===== config.mk =====
export PLATFORM = sky130hd
export DESIGN_NAME = settings_buffer
export DESIGN_NICKNAME = d
export VERILOG_FILES = /design/src/source/mod_timer_pkg.sv /design/src/source/settings_buffer.sv
export SDC_FILE = /design/constraint.sdc
export NUM_CORES = 1
export LEC_CHECK = 0
export BUFFER_PORTS_ARGS = -buffer_cell sky130_fd_sc_hd__buf_4
export CORE_UTILIZATION = 48
export DETAILED_ROUTE_END_ITERATION = 8
export PLACE_DENSITY = 0.8
export SLEW_MARGIN = 25
export SYNTH_ARGS = -nofsm -noshare
export SYNTH_HDL_FRONTEND = slang
export SYNTH_SLANG_ARGS = --single-unit
export TNS_END_PERCENT = 5

===== constraint.sdc =====
create_clock -name CLK -period 1.88 [get_ports CLK]
set_input_delay 0.094 -clock CLK [delete_from_list [all_inputs] [get_ports CLK]]
set_output_delay 0.094 -clock CLK [all_outputs]
set_load 0.005 [all_outputs]

===== src/source/mod_timer_pkg.sv =====
`default_nettype none

package mod_timer_pkg;

  ////////////////////////////////////////
  // Datapath widths
  ////////////////////////////////////////
  parameter int TIME_W     = 57;
  parameter int TIME_SHIFT = 9;                   // Low time bits dropped
  parameter int DVD_W      = TIME_W - TIME_SHIFT; // 48
  parameter int DVS_W      = 16;
  parameter int CYCLE_W    = 15;

  parameter int NUM_SEGMENT_DEF = 2;

  // One input stage plus one stage per quotient bit
  function automatic int div_latency(input int dvd_w);
    return dvd_w + 1;
  endfunction

  // Two chained dividers, the index register and one spare cycle
  parameter int SETTLE_LAT = 2 * div_latency(DVD_W) + 2;

endpackage

`default_nettype wire


===== src/source/settings_buffer.sv =====
`default_nettype none

module settings_buffer
  import mod_timer_pkg::*;
#(
  parameter int NUM_SEGMENT = NUM_SEGMENT_DEF
) (
  input  logic               CLK,
  input  logic               rst_n,
  input  logic               update_in,
  input  logic [CYCLE_W-1:0] cycle       [NUM_SEGMENT],
  input  logic [DVS_W-1:0]   freq_div_in [NUM_SEGMENT],
  output logic [DVS_W-1:0]   cycle_len   [NUM_SEGMENT],
  output logic [DVS_W-1:0]   freq_div    [NUM_SEGMENT],
  output logic               update_out
);

  localparam int CNT_W = $clog2(SETTLE_LAT + 1);

  typedef enum logic {
    IDLE,
    SETTLE
  } state_t;

  state_t           state;
  logic [CNT_W-1:0] cnt;
  logic             capture;

  assign capture = (state == IDLE) && update_in;

  ////////////////////////////////////////
  // Settle FSM
  ////////////////////////////////////////
  always_ff @(posedge CLK or negedge rst_n) begin
    if (!rst_n) begin
      state      <= IDLE;
      cnt        <= '0;
      update_out <= 1'b0;
    end else begin
      case (state)
        IDLE: begin
          update_out <= 1'b0;
          cnt        <= '0;
          if (update_in) state <= SETTLE;
        end
        SETTLE: begin
          cnt <= cnt + 1'b1;
          if (cnt == CNT_W'(SETTLE_LAT)) begin // Pipeline has flushed
            update_out <= 1'b1;
            state      <= IDLE;
          end
        end
        default: state <= IDLE;
      endcase
    end
  end

  // Per-segment settings, held between updates
  for (genvar i = 0; i < NUM_SEGMENT; i++) begin : gen_seg
    always_ff @(posedge CLK or negedge rst_n) begin
      if (!rst_n) begin
        cycle_len[i] <= DVS_W'(1);
        freq_div[i]  <= DVS_W'(1);
      end else if (capture) begin
        cycle_len[i] <= {1'b0, cycle[i]} + 1'b1; // Modulus is cycle + 1
        freq_div[i]  <= freq_div_in[i];
      end
    end
  end

endmodule

`default_nettype wire


==> impl_metrics.json, run 1 <==
{
  "drtPass1Iterations": 4,
  "critPathKind": "primary input to flip-flop",
  "worstPathRequired_ns": 2.09,
  "rows": 29,
  "seqPwrFrac_pct": 54.9,
  "netSwitchingFraction_pct": 22.6,
  "ys_seq_elements": 73,
  "setup_viol": 0,
  "boundaryPins": 130,
  "arrival_ns": 1.90,
  "finClkSkew_ns": 0.00958,
  "synth.mux.area_fraction_pct": 11.9,
  "numPortBuffers": 129,
  "drtAntennaViolNets": 0,
  "wl_per_cell_um": 14.3,
  "cts_resized": 0,
  "synthArstFlopShare_pct": 100,
  "track_usage_pct": 22.7,
  "gp_congestion": 0.863,
  "numCtsBuffers": 9,
  "combPwrFrac_pct": 9.8,
  "syn_nets": 348,
  "grt_pass1_vias": 2669,
  "ys_types": 26,
  "dieArea_um2": 7010,
  "dr_total_vias": 2650,
  "cpMaxStageDelayCell": "dlygate4sd3_1",
  "setup_tns_ns": 0,
  "synth_area_per_cell_um2": 11.5,
  "hold_viol": 0,
  "hold_path_class": "primary input to flip-flop",
  "p_int_uw": 2210,
  "net-switching-power_uw": 646,
  "syn_area_um2": 3210,
  "r2r_slack_ns": 0.30,
  "synth_top_cell_area_share_pct": 53.8,
  "wl_um": 7560,
  "gr-total-overflow": 0,
  "ys.warnings.count": 0,
  "critical_path_buf_inv_count": 2,
  "htreeDepth": 3,
  "synth_common_cells": "69 x dfrtp_1, 39 x nand2_1, 34 x mux2_2, 29 x o21ai_0, 20 x xnor2_1",
  "start_util_pct": 50.2,
  "status": "completed",
  "grt_max_degree": 50,
  "endpoint_kind": "flip-flop",
  "start_kind": "primary input",
  "fin_nets": 516,
  "fill_cells": 442,
  "fin_crit_sh_pct": 89.8,
  "period_needed_ns": 1.69,
  "stdcell_area_um2": 4790,
  "post_synth_xor_area_fraction_pct": 8.47,
  "syn_inst": 279,
  "worstPathMaxFanout": 5,
  "core-area_um2": 6390,
  "die_y_um": 83.7,
  "synth-edff-count": 0,
  "root_buffer": "clkbuf_8",
  "chipWidth_um": 83.7,
  "max_slew_margin_pct": 72.0,
  "synth-simple-area-share_pct": 13.3,
  "synth_compound_area_share_pct": 5.31,
  "clkPwrFrac_pct": 35.3,
  "slowest_delay_ns": 0.53,
  "vias_per_cell": 5.01,
  "yosysTopAreaCell": "dfrtp_1",
  "antenna_found_initial": 0,
  "cts.sinks": 73,
  "diodes": 0,
  "cts_buffer_depth": 2,
  "seq_area_frac_synth_pct": 57.1,
  "drtIter0Drc": 69,
  "clkLatencyLatePin_ns": 0.33,
  "dp_hpwl_um": 5060,
  "synthTopCellsByArea": "dfrtp_1 54%, mux2_2 12%, xnor2_1 5.5%",
  "cpLargestDelayFamily": "simple AND/OR/NAND/NOR gates",
  "synth_top_family_by_area": "simple AND/OR/NAND/NOR gates",
  "drc": 0,
  "clock.fmax_mhz": 592,
  "rsz0062_at_grt": "false",
  "cellLeakagePower_uw": 0.00241,
  "ir_worst_vdd_mv": 0.422,
  "clkSlewWorstSetupHoldPaths_ns": 0.07,
  "synthFlopType": "dfrtp_1",
  "synthAdderAreaFrac_pct": 1.56,
  "worst_slew_pin_slew_ns": 0.416,
  "cts_tree": "done",
  "dpl-instance-area_um2": 4280,
  "area_growth_pct": 49.3,
  "powerDensity_nw_per_um2": 598,
  "drv_cap": 0,
  "drv_slew": 0,
  "cp_cell_sequence": "dlygate4sd3_1 -> buf_4 -> ha_1 -> and4_4 -> or4b_4 -> xor2_1 -> o21ai_2",
  "grt_pass1_wl_um": 12400,
  "drive_gt1_share_pct": 41.8,
  "yosysMostFrequentCell": "dfrtp_1"
}
## cell usage in the layout, fill, tap and decap left out, drive strengths merged, types with 5 or more instances in the layout
cell type and count:
xnor2 20, nor2 11, xor2 11, inv 8, clkbuf 14, nand3 11, nand2 39, nor4 7
mux2 34, dlygate4sd3 35, o21ai 31, nor3 5, buf 132, dfrtp 69, nand4 8
## kinds of logic (layout without fill, tap and decap cells)
group                      count (synthesis)  after routing
and+or+nand+nor                           87             87
DFF                                       73             73
muxes                                     34             34
AOI/OAI and AO/OA                         32             32
xor gates and xnor gates                  31             31
buffers and inverters                     18            191
adders and majority gates                  4              4
## through the flow
stage	setup WS, ns	hold WS [ns]	utilization [%]	cells	total power, uW
finish	0.192	0.0424	75.0	529	2860
global route	0.152	0.0346	75.0	529	2980
CTS	0.203	0.000444	74.6	527	2880
detailed placement	0.314	0.0492	67.1	478	1820
global placement	0.409	0.0475	67.1	478	1820
floorplan	0.454	-0.202	-	279	1650
## timing repair
item	CTS	global route
hold endpoints to repair	62	2
setup buffers	0	0
setup endpoints to repair	0	0
hold buffers	33	2
## power groups by stage
stage	sequential [uW]	clock, uW	combinational [uW]
after floorplan	1600	0	49.1
after global placement	1600	0	219
after detailed placement	1600	0	224
after CTS	1570	1040	279
after global routing	1570	1100	306
final	1570	1010	281
## worst reg2reg max path, cell delays in order, from the launching register on
cell and delay, ns:
dfrtp_1 0.37, inv_1 0.15, nand2_4 0.27, buf_12 0.26, mux2_2 0.41
## metal layers
layer / track usage [%] / wire length, um / vias to the layer above
met5: 0 / 0 / -
met4: 10.3 / 165 / 0
met3: 6.33 / 511 / 12
met2: 38.4 / 3830 / 96
met1: 26.8 / 3050 / 1251
li1: - / - / 1291
## state kept, by name, indices dropped and copies added, names as in the netlist
register,count
state,1
freq_div,32
cycle_len,32
cnt,7
update_out,1
## final cells by class
| type | instances | area [um^2] | share of cell area (%) |
|---|---|---|---|
| clock buffer | 14 | 143 | 2.98 |
| clock inverter | 2 | 10.0 | 0.209 |
| inverter | 8 | 30.0 | 0.627 |
| multi-input combinational | 188 | 1310 | 27.4 |
| sequential | 73 | 1830 | 38.3 |
| tap | 77 | 96.3 | 2.01 |
| timing repair buffer | 167 | 1370 | 28.5 |
## final timing paths
check / from / end / cells past startpoint
worst max-delay path: cycle[0] / cycle_len[14]$_DFFE_PN0P_ / 7
worst min-delay path: cycle[28] / cycle_len[31]$_DFFE_PN0P_ / 3
worst max register to register: state$_DFF_PN0_ / freq_div[17]$_DFFE_PN0P_ / 4
worst min register to register: cycle_len[7]$_DFFE_PN0P_ / cycle_len[7]$_DFFE_PN0P_ / 2
max in group asynchronous: rst_n / freq_div[16]$_DFFE_PN1P_ / 3
min in group asynchronous: rst_n / cycle_len[6]$_DFFE_PN0P_ / 2
(Power assumes the default switching activity.)
==> inputs of run 2 (changes only) <==
--- a/config.mk
+++ b/config.mk
@@ -6,9 +6,8 @@
 export NUM_CORES = 1
 export LEC_CHECK = 0
 export BUFFER_PORTS_ARGS = -buffer_cell sky130_fd_sc_hd__buf_4
-export CORE_UTILIZATION = 48
+export CORE_UTILIZATION = 30
 export DETAILED_ROUTE_END_ITERATION = 8
-export PLACE_DENSITY = 0.8
 export SLEW_MARGIN = 25
 export SYNTH_ARGS = -nofsm -noshare
 export SYNTH_HDL_FRONTEND = slang
==> run 2 against run 1 <==
Against the previous run: fmax shrank 0.91%; non-clock buffer count is the same; die area grew 58%; clock skew shrank 0.0025 ns; sequential cell count is the same; first-iteration DRC count is the same; routed wire length shrank 0.49%; setup slack lost 0.015 ns; critical endpoint unchanged; largest cell class unchanged; largest power group unchanged.
==> impl_metrics.json, run 2 (synthesis gave the netlist of run 1 again) <==
{
  "cellLeakagePower_uw": 0.00242,
  "cpMaxStageDelayCell": "dlygate4sd3_1",
  "multi_input_area_um2": 1310,
  "startpoint": "cycle[0]",
  "post-cts-setup-buffers": 0,
  "drv_cap": 0,
  "cp_cell_sequence": "dlygate4sd3_1 -> buf_4 -> ha_1 -> and4_4 -> or4b_4 -> xor2_1 -> o21ai_2",
  "worstRegToRegCells": 4,
  "vias_per_cell": 4.41,
  "arrival_ns": 1.92,
  "clock.fmax_mhz": 587,
  "wl_um": 7520,
  "status": "completed",
  "dpl-instance-area_um2": 4350,
  "clkSlewWorstSetupHoldPaths_ns": 0.08,
  "grt_pass1_vias": 2640,
  "htreeDepth": 3,
  "finalWorstSetupSlack_ns": 0.176,
  "drv_slew": 0,
  "seqCellArea_um2": 1830,
  "layout_common_cells": "131 x buf_4, 69 x dfrtp_1, 38 x nand2_1",
  "powerDensity_nw_per_um2": 624,
  "drtIter0Drc": 69,
  "grt_pass1_wl_um": 12300,
  "worstPathMaxFanout": 5,
  "reg_top3": "cycle_len x32, freq_div x32, cnt x7",
  "total_power_uw": 3050,
  "cts_buffer_depth": 2,
  "fill_cells": 968,
  "fin_nets": 516,
  "fin_crit_sh_pct": 90.6,
  "setup_tns_ns": 0,
  "final_common_cell": "buf_4",
  "core-area_um2": 10300,
  "stdcell_area_um2": 4890,
  "antenna_found_initial": 0,
  "hold_depth": 3,
  "drc": 0,
  "start_kind": "primary input",
  "wl_per_cell_um": 12.8,
  "dr_total_vias": 2594,
  "setup_viol": 0,
  "place_ws_ns": 0.285,
  "period_needed_ns": 1.70,
  "cts.sinks": 73,
  "drive_gt1_share_pct": 42.9,
  "boundaryPins": 130,
  "rr_startpoint": "state$_DFF_PN0_",
  "numPortBuffers": 129,
  "chipWidth_um": 105,
  "root_buffer": "clkbuf_8",
  "clkLatencyLatePin_ns": 0.34,
  "slowest_delay_ns": 0.54,
  "worstPathRequired_ns": 2.10,
  "max_slew_margin_pct": 63.2,
  "rsz0062_at_grt": "false",
  "dp_hpwl_um": 5150,
  "hp-start": "cycle[14]",
  "die_y_um": 105,
  "cts_tree": "done",
  "rows": 37,
  "worst_slew_pin_slew_ns": 0.552,
  "drtPass1Iterations": 4,
  "track_usage_pct": 13.8,
  "gp_congestion": 0.775,
  "grt_max_degree": 54,
  "diodes": 0,
  "hold_path_class": "primary input to flip-flop",
  "start_util_pct": 31.1,
  "finClkSkew_ns": 0.00711,
  "ir_worst_vdd_mv": 0.387,
  "area_growth_pct": 52.5,
  "dieArea_um2": 11100,
  "critPathKind": "primary input to flip-flop",
  "endpoint_kind": "flip-flop",
  "drtAntennaViolNets": 0,
  "gr-total-overflow": 0,
  "numCtsBuffers": 9,
  "hold_viol": 0
}
run 2: cell count changes in the layout (fill, tap and decap cells not counted), sizes merged:
cell / before / now
bufinv: 0 / 1
clkbuf: 14 / 9
clkinv: 2 / 3
clkinvlp: 0 / 3
run 2: worst max-delay path, delay by kind of cell:
kind	cells	cell delay [ns]
and+or+nand+nor	2	0.73
buffers and inverters	2	0.66
xor gates and xnor gates	1	0.17
AOI/OAI and AO/OA	1	0.06
adders and majority gates	1	0.20
run 2: per-layer routing:
layer	wire (um)	track usage, %	up-vias	part of all wire (%)
li1	-	-	1288	-
met5	0	0	-	0
met4	86	4.53	0	1.1
met3	377	3.28	8	5.0
met1	3290	16.8	1224	44
met2	3770	23.8	74	50
run 2: timing repair:
item,in CTS,in global routing
hold buffers,35,0
endpoints found under the hold margin,69,0
gates resized for setup,0,0
run 2: final cells by class:
cell class	count	area share, %
repair buffers	167	27.7
flip-flops and latches	73	37.5
inverters	8	0.614
multi-input cells	188	26.8
well taps	136	3.48
clock buffers	9	2.53
clock inverters	7	1.46
run 2: per-stage QoR:
step                cells  hold slack (ns)  util [%]
global placement      537            0.104      42.1
detailed placement    537            0.107      42.1
global route          588           0.0337      47.4
floorplan             279           -0.202         -
CTS                   588           0.0273      47.4
finish                588           0.0449      47.4
run 2: report_power, final:
group          internal [uW]  leakage (uW)  switching [uW]
Clock                    610     0.0000912             589
Sequential              1570      0.000986               0
Combinational            166       0.00134             116
run 2: final timing paths:
| kind | to | slack, ns |
|---|---|---|
| min in group asynchronous | cnt[5]$_DFF_PN0_ | 0.27 |
| hold / removal | cycle_len[14]$_DFFE_PN0P_ | 0.04 |
| setup / recovery | cycle_len[14]$_DFFE_PN0P_ | 0.18 |
| hold reg to reg | cnt[0]$_DFF_PN0_ | 0.49 |
| max in group asynchronous | cycle_len[0]$_DFFE_PN1P_ | 0.98 |
| setup reg to reg | freq_div[28]$_DFFE_PN0P_ | 0.28 |
