<file path="src/source/mod_timer_pkg.sv">
`default_nettype none

package mod_timer_pkg;

  ////////////////////////////////////////
  // Datapath widths
  ////////////////////////////////////////
  parameter int TIME_W     = 57;
  parameter int TIME_SHIFT = 9;                   // Low time bits dropped
  parameter int DVD_W      = TIME_W - TIME_SHIFT; // 48
  parameter int DVS_W      = 16;
  parameter int CYCLE_W    = 15;

  parameter int NUM_SEGMENT_DEF = 2;

  // One input stage plus one stage per quotient bit
  function automatic int div_latency(input int dvd_w);
    return dvd_w + 1;
  endfunction

  // Two chained dividers, the index register and one spare cycle
  parameter int SETTLE_LAT = 2 * div_latency(DVD_W) + 2;

endpackage

`default_nettype wire

</file>
<file path="src/source/sys_time_counter.sv">
`default_nettype none

module sys_time_counter
  import mod_timer_pkg::*;
(
  input  logic              CLK,
  input  logic              rst_n,
  input  logic              time_load,
  input  logic [TIME_W-1:0] time_load_value,
  output logic [TIME_W-1:0] sys_time
);

  ////////////////////////////////////////
  // Free-running system time
  ////////////////////////////////////////

  // Wraps at 2**TIME_W

  always_ff @(posedge CLK or negedge rst_n) begin
    if (!rst_n) begin
      sys_time <= '0;
    end else if (time_load) begin
      sys_time <= time_load_value; // Load wins over count
    end else begin
      sys_time <= sys_time + 1'b1;
    end
  end

endmodule

`default_nettype wire

</file>
<file path="config.mk">
export PLATFORM = sky130hd
export DESIGN_NAME = sys_time_counter
export DESIGN_NICKNAME = d
export VERILOG_FILES = /design/src/source/mod_timer_pkg.sv /design/src/source/sys_time_counter.sv
export SDC_FILE = /design/constraint.sdc
export NUM_CORES = 1
export LEC_CHECK = 0
export ABC_AREA = 0
export BUFFER_PORTS_ARGS = -buffer_cell sky130_fd_sc_hd__buf_4
export CORE_UTILIZATION = 50
export DETAILED_ROUTE_END_ITERATION = 10
export PLACE_DENSITY = 0.91
export SLEW_MARGIN = 10
export SYNTH_ARGS = -nofsm -noshare
export SYNTH_HDL_FRONTEND = slang
export SYNTH_SLANG_ARGS = --single-unit
</file>
<file path="constraint.sdc">
create_clock -name CLK -period 2.6 [get_ports CLK]
set_input_delay 0.65 -clock CLK [delete_from_list [all_inputs] [get_ports CLK]]
set_output_delay 0.65 -clock CLK [all_outputs]
set_load 0.01 [all_outputs]
</file>
==> flow_summary_export.csv, run 1 <==
group,metric,value,unit
global_route,first_global_vias,3042,
timing,max_freq,428,MHz
placed_design,dp.cells,552,
synthesis,synth-seq-area-share,43.8,%
timing,worst_pin_slew,0.717,ns
global_route,grt_pass1_wl,14200,um
timing,fin_ws,0.264,ns
cells_and_area,nets,547,
cts,ctsResizeCount,0,
synthesis,yosysTopAreaCell,"dfrtp_1",
power,ir_drop,396,uV
synthesis,synth_edf_count,0,
synthesis,yosysWarnings,0,
synthesis,synth-adder-area-share,0.384,%
timing,period_needed,2.34,ns
cts,clockBufferDepth,2,
worst_setup_path,worstPathMaxFanout,17,
cells_and_area,seqCellArea,1430,um^2
cts,tritoncts,"done",
synthesis,synthSimpleGateAreaFrac,28.7,%
detailed_routing,firstDrtPassIters,6,
flow_run,max-cap-violations,0,
global_route,antenna_found_initial,0,
detailed_routing,vias_per_cell,5.84,
timing,fin_setup_tns,0,ns
worst_setup_path,arrival,2.59,ns
cells_and_area,num-fill-cells,520,
cts,cts.sinks,57,
timing,drv_slew,0,
detailed_routing,ant_nets,0,
timing,slew_headroom,52.2,%
run_status,status,"completed",
cells_and_area,regMostFlops,"sys_time",
synthesis,ys_top_cells_by_area,"dfrtp_1 (44%), xnor2_1 (7.3%), o21ai_0 (6.3%)",
worst_setup_path,end_kind,"register",
global_route,grtUsageTotal,27.7,%
cts,clkTransAtPathRegs,0.06,ns
timing,hold_violations,0,
cts,hold_buffers,0,
placed_design,finalWeightedCongestion,0.867,
synthesis,syn-cell-area,3260,um^2
die,core,6310,um^2
die,rows,29,
die,num_io_pins,117,
worst_setup_path,cp-start-kind,"register",
detailed_routing,drc,0,
die,die_x,82.7,um
cells_and_area,drive_above_1_share,29.6,%
worst_setup_path,required,2.86,ns
cells_and_area,n_antenna_cell,0,
timing,setup_viol,0,
synthesis,ys_ff_latch,57,
cts,insertion_delay,0.34,ns
synthesis,yosys-mux-area-fraction,0.691,%
power,finalPower,2.32,mW
die,start_util,51.6,%
synthesis,yosysTopAreaCellShare,43.8,%
synthesis,synth_fp_nets,435,
synthesis,avgSynthCellArea,8.71,um^2
cts,numCtsBuffers,9,
cells_and_area,reg_top3,"sys_time: 57 flops",
cts,htree_num_levels,3,
placed_design,port-buffer-count,116,
synthesis,ys_top_cells_by_count,"dfrtp_1 (57), nand2_1 (54), o21ai_0 (41), xnor2_1 (27), nor2_1 (24)",
timing,grt_setup_unrepaired,"no",
detailed_routing,drt-total-wl,8980,um
global_route,grt_max_degree,74,
min_path,hold_path.class,"in -> async",
global_route,grt-ovfl-total,0,
timing,fin_crit_sh,89.8,%
power,power.leakage,1.86,nW
detailed_routing,wl_per_cell,15.8,um
synthesis,synth_xor_area_share,9.68,%
placed_design,post-dp-hpwl,6480,um
detailed_routing,drt_iter0_markers,201,
die,die_y,82.7,um
die,die_area,6840,um^2
placed_design,dp_slack,0.125,ns
synthesis,synthArstFlopShare,100,%
detailed_routing,dr_total_vias,3309,
cells_and_area,utilization,69.1,%
synthesis,synth_top_family_by_area,"simple AND/OR/NAND/NOR gates",
power,power_density,532,nW/um^2
cts,post_cts_buffers,0,
cells_and_area,syn2layout_area_growth,33.9,%
cts,cts-root-buf,"clkbuf_8",
synthesis,ys_types,32,
synthesis,syn_inst,374,
cells_and_area,largest_register_ffs,57,
cells_and_area,multi_input_area,1720,um^2
timing,clock_skew,0.00920,ns
worst_setup_path,crit_type,"reg -> reg",
cells_and_area,finalNonFillerCells,567,
synthesis,yosysMostFrequentCell,"dfrtp_1",
synthesis,synth_compound_area_share,13.3,%
synthesis,synth-main-ff-cell,"dfrtp_1",
-- metrics by stage --
stage	instance area, um^2	hold slack, ns
4_1_cts	4360	0.398
6_report	4360	0.375
3_5_place_dp	4180	0.527
2_1_floorplan	3260	0.354
3_3_place_gp	4180	0.512
5_1_grt	4360	0.433
-- routing by layer --
| metal | wire, um | global-route usage [%] |
|---|---|---|
| met5 | 0 | 0 |
| met4 | 134 | 10.0 |
| met3 | 828 | 7.58 |
| met2 | 4410 | 45.7 |
| met1 | 3610 | 34.8 |
-- worst paths after layout --
| kind | startpoint | end | slack [ns] | cells after the start |
|---|---|---|---|---|
| worst max-delay path | sys_time[11]$_DFF_PN0_ | sys_time[56]$_DFF_PN0_ | 0.26 | 5 |
| min in group CLK | time_load_value[2] | sys_time[2]$_DFF_PN0_ | 0.51 | 3 |
| max in group asynchronous | rst_n | sys_time[26]$_DFF_PN0_ | 1.76 | 1 |
| worst min register to register | sys_time[0]$_DFF_PN0_ | sys_time[0]$_DFF_PN0_ | 0.55 | 1 |
| worst min-delay path | rst_n | sys_time[54]$_DFF_PN0_ | 0.37 | 1 |
| worst max register to register | sys_time[11]$_DFF_PN0_ | sys_time[56]$_DFF_PN0_ | 0.26 | 5 |
-- kinds of logic after synthesis --
logic type | after synthesis
multiplexers | 2
AND/OR/NAND/NOR | 177
AO/OA/AOI/OAI | 74
buffers and inverters | 27
XOR/XNOR | 36
adder cells (fa/ha/maj) | 1
flip-flops | 57
-- worst max-delay path, cell delays in order (launching register included) --
cell and delay, ns:
dfrtp_1 0.45, nand3_1 0.15, or3_1 0.49, or3_4 0.51, or4_1 0.49, a31oi_1 0.17
-- layout by cell type (no fill, tap or decap) --
master,n
a31oi_1,19
nor2_1,24
nor4_1,13
xnor2_1,27
buf_4,122
or3_1,7
nand3_1,21
xor2_1,9
o31ai_1,11
clkbuf_8,12
o41ai_1,2
nor3_1,8
nand4b_1,3
clkinv_2,3
mux2_2,2
and2_0,1
and2_1,3
nand2_1,54
and3_2,2
and4_1,6
and3_1,12
inv_1,6
or3_4,2
nand4_1,9
or4_1,11
ha_1,1
a31o_2,1
dfrtp_1,57
nand4_4,1
o21ai_0,41
-- where the power goes --
group          leakage (nW)  internal [mW]  switching (mW)
clock network        0.0980          0.413           0.354
logic                  1.09          0.249           0.216
registers             0.671          0.971           0.117
-- area by class of cell --
cell class | count | area share, %
Sequential cell | 57 | 32.7
Multi-Input combinational cell | 290 | 39.5
Timing Repair Buffer | 122 | 21.0
Inverter | 6 | 0.516
Clock inverter | 3 | 0.344
Clock buffer | 12 | 3.78
Tap cell | 77 | 2.21
Power figures use the tool's default switching activity.
==> run 2: changes to the inputs <==
--- a/config.mk
+++ b/config.mk
@@ -12,2 +12,3 @@
 export PLACE_DENSITY = 0.91
+export REMOVE_ABC_BUFFERS = 1
 export SLEW_MARGIN = 10
--- a/constraint.sdc
+++ b/constraint.sdc
@@ -3,2 +3,2 @@
 set_output_delay 0.65 -clock CLK [all_outputs]
-set_load 0.01 [all_outputs]
+set_load 0.005 [all_outputs]
==> run 2 against run 1 <==
Count of clock-buffer cells in the layout is 2 higher. Die area is the same. Critical path depth grew 1. Clock power fell by 6.4%. Final cell count shrank 0.35%. Critical path type unchanged. Critical endpoint is now sys_time[55]$_DFF_PN0_.
==> flow_summary_export.csv, run 2 (synthesis gave the netlist of run 1 again) <==
group,metric,value,unit
run_status,status,"completed",
placed_design,finalWeightedCongestion,0.813,
timing,hold_ws,0.384,ns
global_route,grtUsageTotal,26.6,%
worst_setup_path,end_kind,"register",
power,power.share.clock,32.1,%
detailed_routing,wl_per_cell,15.4,um
timing,clock_skew,0.00527,ns
cells_and_area,final_cell_mix,"buf_4 (121), dfrtp_1 (57), nand2_1 (54)",
detailed_routing,ant_nets,0,
cts,numCtsBuffers,9,
worst_setup_path,arrival,2.58,ns
die,num_io_pins,117,
detailed_routing,firstDrtPassIters,6,
placed_design,port-buffer-count,116,
worst_setup_path,crit_type,"reg -> reg",
timing,grt_setup_unrepaired,"no",
die,rows,29,
cells_and_area,multi_input_area,1720,um^2
placed_design,dp.cells,551,
global_route,grt_max_degree,58,
detailed_routing,drc,0,
min_path,hold_path.class,"in -> async",
cells_and_area,n_antenna_cell,0,
timing,drv_slew,0,
timing,fin_setup_tns,0,ns
worst_setup_path,cp_cell_sequence,"nand3_1 > or3_1 > buf_4 > or3_4 > or4_1 > a31oi_1",
cts,insertion_delay,0.33,ns
detailed_routing,vias_per_cell,5.76,
power,ir_drop,356,uV
worst_setup_path,worstPathMaxFanout,12,
cts,clkTransAtPathRegs,0.06,ns
worst_setup_path,worstRegToRegCells,6,
worst_setup_path,max_stage_delay,0.53,ns
detailed_routing,drt-total-wl,8720,um
global_route,grt_pass1_wl,13600,um
timing,fin_crit_sh,89.4,%
cells_and_area,finalNonFillerCells,565,
global_route,first_global_vias,2940,
timing,period_needed,2.33,ns
power,p_sw,0.628,mW
cells_and_area,seqCellArea,1430,um^2
cts,hold_buffers,0,
worst_setup_path,rrSetupSlack,0.27,ns
detailed_routing,dr_total_vias,3255,
cts,cts.sinks,57,
die,die_x,82.7,um
die,core,6310,um^2
die,die_y,82.7,um
worst_setup_path,path_delay_family,"simple AND/OR/NAND/NOR gates",
global_route,grt-ovfl-total,0,
flow_run,max-cap-violations,0,
worst_setup_path,required,2.85,ns
cts,tritoncts,"done",
power,power_density,515,nW/um^2
die,die_area,6840,um^2
placed_design,post-dp-hpwl,6370,um
cells_and_area,regMostFlops,"sys_time",
cells_and_area,layout_commonest_cell,"buf_4",
cells_and_area,drive_above_1_share,28.7,%
power,finalPower,2.24,mW
worst_setup_path,cp_slowest_cell,"or4_1",
cells_and_area,nets,546,
detailed_routing,drt_iter0_markers,155,
cts,htree_num_levels,3,
die,start_util,51.6,%
timing,slew_headroom,51.9,%
cts,cts-root-buf,"clkbuf_8",
power,combPwrFrac,19.3,%
power,power.leakage,1.84,nW
power,p_seq_share,48.6,%
timing,max_freq,430,MHz
cells_and_area,syn2layout_area_growth,33.2,%
cts,clockBufferDepth,2,
timing,setup_viol,0,
power,p_int,1.61,mW
timing,worst_pin_slew,0.721,ns
worst_setup_path,critPathBufInv,1,
worst_setup_path,timing.rr.start,"sys_time[11]$_DFF_PN0_",
timing,hold_violations,0,
worst_setup_path,r2r-end,"sys_time[55]$_DFF_PN0_",
cts,post_cts_buffers,0,
worst_setup_path,cp-start-kind,"register",
global_route,antenna_found_initial,0,
cells_and_area,reg_top3,"sys_time: 57 flops",
power,swShare,28.1,%
cells_and_area,largest_register_ffs,57,
cts,ctsResizeCount,0,
cells_and_area,num-fill-cells,516,
run 2: cell types whose count changed in the layout (fill, tap and decap cells not counted), sizes merged:
cell / previous run / this run
buf: 122 / 121
clkinv: 3 / 0
clkbuf: 12 / 14
run 2: through the flow:
| step | instance area, um^2 | setup WS [ns] | util, % |
|---|---|---|---|
| after floorplan | 3170 | 0.203 | - |
| after global placement | 4170 | 0.281 | 66.1 |
| after detailed placement | 4170 | 0.161 | 66.1 |
| after CTS | 4330 | 0.137 | 68.6 |
| after global routing | 4340 | 0.135 | 68.7 |
| final | 4340 | 0.275 | 68.7 |
run 2: final cells by class:
type	instances	share of cell area, %
Sequential cell	57	32.9
Timing Repair Buffer	121	20.9
Multi-Input combinational cell	290	39.7
Inverter	6	0.519
Tap cell	77	2.22
Clock buffer	14	3.75
run 2: worst max path at each step:
stage                            from                endpoint  slack, ns  cells after the start
6_report       sys_time[11]$_DFF_PN0_  sys_time[55]$_DFF_PN0_       0.27                      6
5_1_grt        sys_time[16]$_DFF_PN0_  sys_time[48]$_DFF_PN0_       0.13                      5
4_1_cts        sys_time[16]$_DFF_PN0_  sys_time[48]$_DFF_PN0_       0.14                      5
3_5_place_dp   sys_time[16]$_DFF_PN0_  sys_time[48]$_DFF_PN0_       0.16                      5
3_3_place_gp   sys_time[16]$_DFF_PN0_  sys_time[42]$_DFF_PN0_       0.28                      5
2_1_floorplan   sys_time[3]$_DFF_PN0_  sys_time[42]$_DFF_PN0_       0.20                      5
run 2: worst reg2reg max path, delay by kind of cell (launching register included):
kind,cells,cell delay (ns)
simple gates,4,1.46
flops,1,0.43
compound gates,1,0.18
buf+inv,1,0.19
run 2: routing by layer:
| metal | track usage, % | share of wire [%] | up-vias |
|---|---|---|---|
| li1 | - | - | 1590 |
| met1 | 34.7 | 43 | 1521 |
| met2 | 43.1 | 48 | 128 |
| met3 | 7.14 | 8.2 | 16 |
| met4 | 8.10 | 1.7 | 0 |
| met5 | 0 | 0 | - |
run 2: power by group through the flow:
stage	logic (mW)	registers (mW)	clock network, mW
3_3_place_gp	0.420	1.09	0
4_1_cts	0.436	1.08	0.728
6_report	0.431	1.09	0.718
5_1_grt	0.479	1.10	0.768
3_5_place_dp	0.434	1.10	0
2_1_floorplan	0.156	1.08	0
==> run 3: changes to the inputs <==
- BUFFER_PORTS_ARGS: -buffer_cell sky130_fd_sc_hd__buf_4 -> -buffer_cell sky130_fd_sc_hd__buf_2
- SETUP_SLACK_MARGIN: default -> 0.5
==> run 3 against run 2 <==
Register-to-register slack gained 0.10 ns. Final cell count grew 5.5%. Wire length grew 13%. First-iteration DRC count grew 21%. Utilization grew 1.2 points. Critical path depth is the same.
==> flow_summary_export.csv, run 3 (synthesis gave the netlist of run 1 again) <==
group,metric,value,unit
run_status,status,"completed",
cts,clkTransAtPathRegs,0.06,ns
die,die_x,82.7,um
detailed_routing,drt_iter0_markers,187,
power,ir_drop,376,uV
cts,tritoncts,"done",
cells_and_area,n_antenna_cell,0,
detailed_routing,wl_per_cell,16.5,um
global_route,grtUsageTotal,27.7,%
cells_and_area,seqCellArea,1430,um^2
placed_design,port-buffer-count,116,
power,power_density,506,nW/um^2
global_route,grt_pass1_wl,14000,um
cells_and_area,regMostFlops,"sys_time",
detailed_routing,dr_total_vias,3486,
cts,insertion_delay,0.35,ns
timing,period_needed,2.22,ns
cts,cts.sinks,57,
cells_and_area,drive_above_1_share,37.2,%
global_route,grt_max_degree,74,
die,num_io_pins,117,
detailed_routing,vias_per_cell,5.85,
timing,drv_slew,0,
cells_and_area,final_cell_mix,"buf_2 (116), nand2_1 (53), dfrtp_1 (52)",
worst_setup_path,crit_type,"reg -> reg",
cells_and_area,largest_register_ffs,57,
cells_and_area,num-fill-cells,470,
cells_and_area,reg_top3,"sys_time: 57 flops",
global_route,first_global_vias,3028,
timing,grt_setup_unrepaired,"yes",
cells_and_area,syn2layout_area_growth,35.5,%
placed_design,dp_slack,0.194,ns
placed_design,post-dp-hpwl,6060,um
worst_setup_path,worstPathMaxFanout,6,
timing,fin_setup_tns,0,ns
timing,max_freq,450,MHz
worst_setup_path,arrival,2.49,ns
timing,hold_violations,0,
worst_setup_path,end_kind,"register",
die,core,6310,um^2
cells_and_area,multi_input_area,1850,um^2
timing,clock_skew,0.00494,ns
detailed_routing,firstDrtPassIters,6,
placed_design,finalWeightedCongestion,0.846,
cells_and_area,nets,577,
cts,numCtsBuffers,9,
timing,worst_pin_slew,0.727,ns
flow_run,max-cap-violations,0,
timing,fin_crit_sh,85.5,%
worst_setup_path,required,2.87,ns
worst_setup_path,cp-start-kind,"register",
timing,slew_headroom,51.5,%
global_route,grt-ovfl-total,0,
detailed_routing,drc,0,
die,start_util,51.6,%
power,power.leakage,1.94,nW
timing,setup_viol,0,
global_route,antenna_found_initial,0,
cts,htree_num_levels,3,
timing,fin_ws,0.378,ns
min_path,hold_path.class,"in -> async",
cts,cts-root-buf,"clkbuf_8",
die,die_y,82.7,um
die,die_area,6840,um^2
cells_and_area,layout_commonest_cell,"buf_2",
die,rows,29,
cts,hold_buffers,0,
detailed_routing,ant_nets,0,
cts,clockBufferDepth,2,
detailed_routing,drt-total-wl,9820,um
[run 3: worst max-delay path: stages (launching register included)]
cell and delay [ns]:
dfrtp_2 0.42, nand3_2 0.12, or3_4 0.41, or3_4 0.43, buf_6 0.15, or4_1 0.41, a31oi_1 0.19
[run 3: layout make-up]
type | count | area share, %
sequential | 57 | 32.5
tap | 77 | 2.18
timing repair buffer | 151 | 19.4
multi-input combinational | 291 | 41.8
clock buffer | 14 | 3.68
inverter | 6 | 0.510
[run 3: path summary, 6_finish.rpt]
kind	endpoint	start	slack (ns)	cells after the start
min in group CLK	sys_time[8]$_DFF_PN0_	time_load_value[8]	0.51	3
worst min-delay path	sys_time[48]$_DFF_PN0_	rst_n	0.44	2
max in group asynchronous	sys_time[8]$_DFF_PN0_	rst_n	1.63	2
worst min register to register	sys_time[0]$_DFF_PN0_	sys_time[0]$_DFF_PN0_	0.52	1
worst max register to register	sys_time[46]$_DFF_PN0_	sys_time[9]$_DFF_PN0_	0.38	6
worst max-delay path	sys_time[46]$_DFF_PN0_	sys_time[9]$_DFF_PN0_	0.38	6
[run 3: through the flow]
stage	power [mW]	std cells	hold WS (ns)	instance area, um^2	util, %
final	2.24	596	0.437	4410	69.9
after CTS	2.20	584	0.472	4230	66.9
after floorplan	1.24	353	0.354	3170	-
after global placement	1.44	552	0.501	3890	61.6
after detailed placement	1.46	552	0.509	3890	61.6
after global routing	2.33	596	0.503	4410	69.9
[run 3: what timing repair did]
action / CTS / global route
pin swaps: 14 / 17
endpoints found under the setup margin: 16 / 28
gates resized for setup: 13 / 25
cloned: 1 / 0
buffers inserted: 17 / 12
[run 3: per-layer routing]
metal / global-route usage, % / wire length (um) / vias to the layer above / part of all wire (%)
met3: 6.26 / 915 / 23 / 9.3
met5: 0 / 0 / - / 0
met4: 14.0 / 208 / 0 / 2.1
met2: 44.4 / 4780 / 203 / 49
li1: - / - / 1647 / -
met1: 34.8 / 3920 / 1613 / 40
[run 3: where the power goes]
group / internal (mW) / total, mW / switching (mW)
registers: 0.973 / 1.08 / 0.109
logic: 0.205 / 0.412 / 0.207
clock network: 0.389 / 0.741 / 0.353
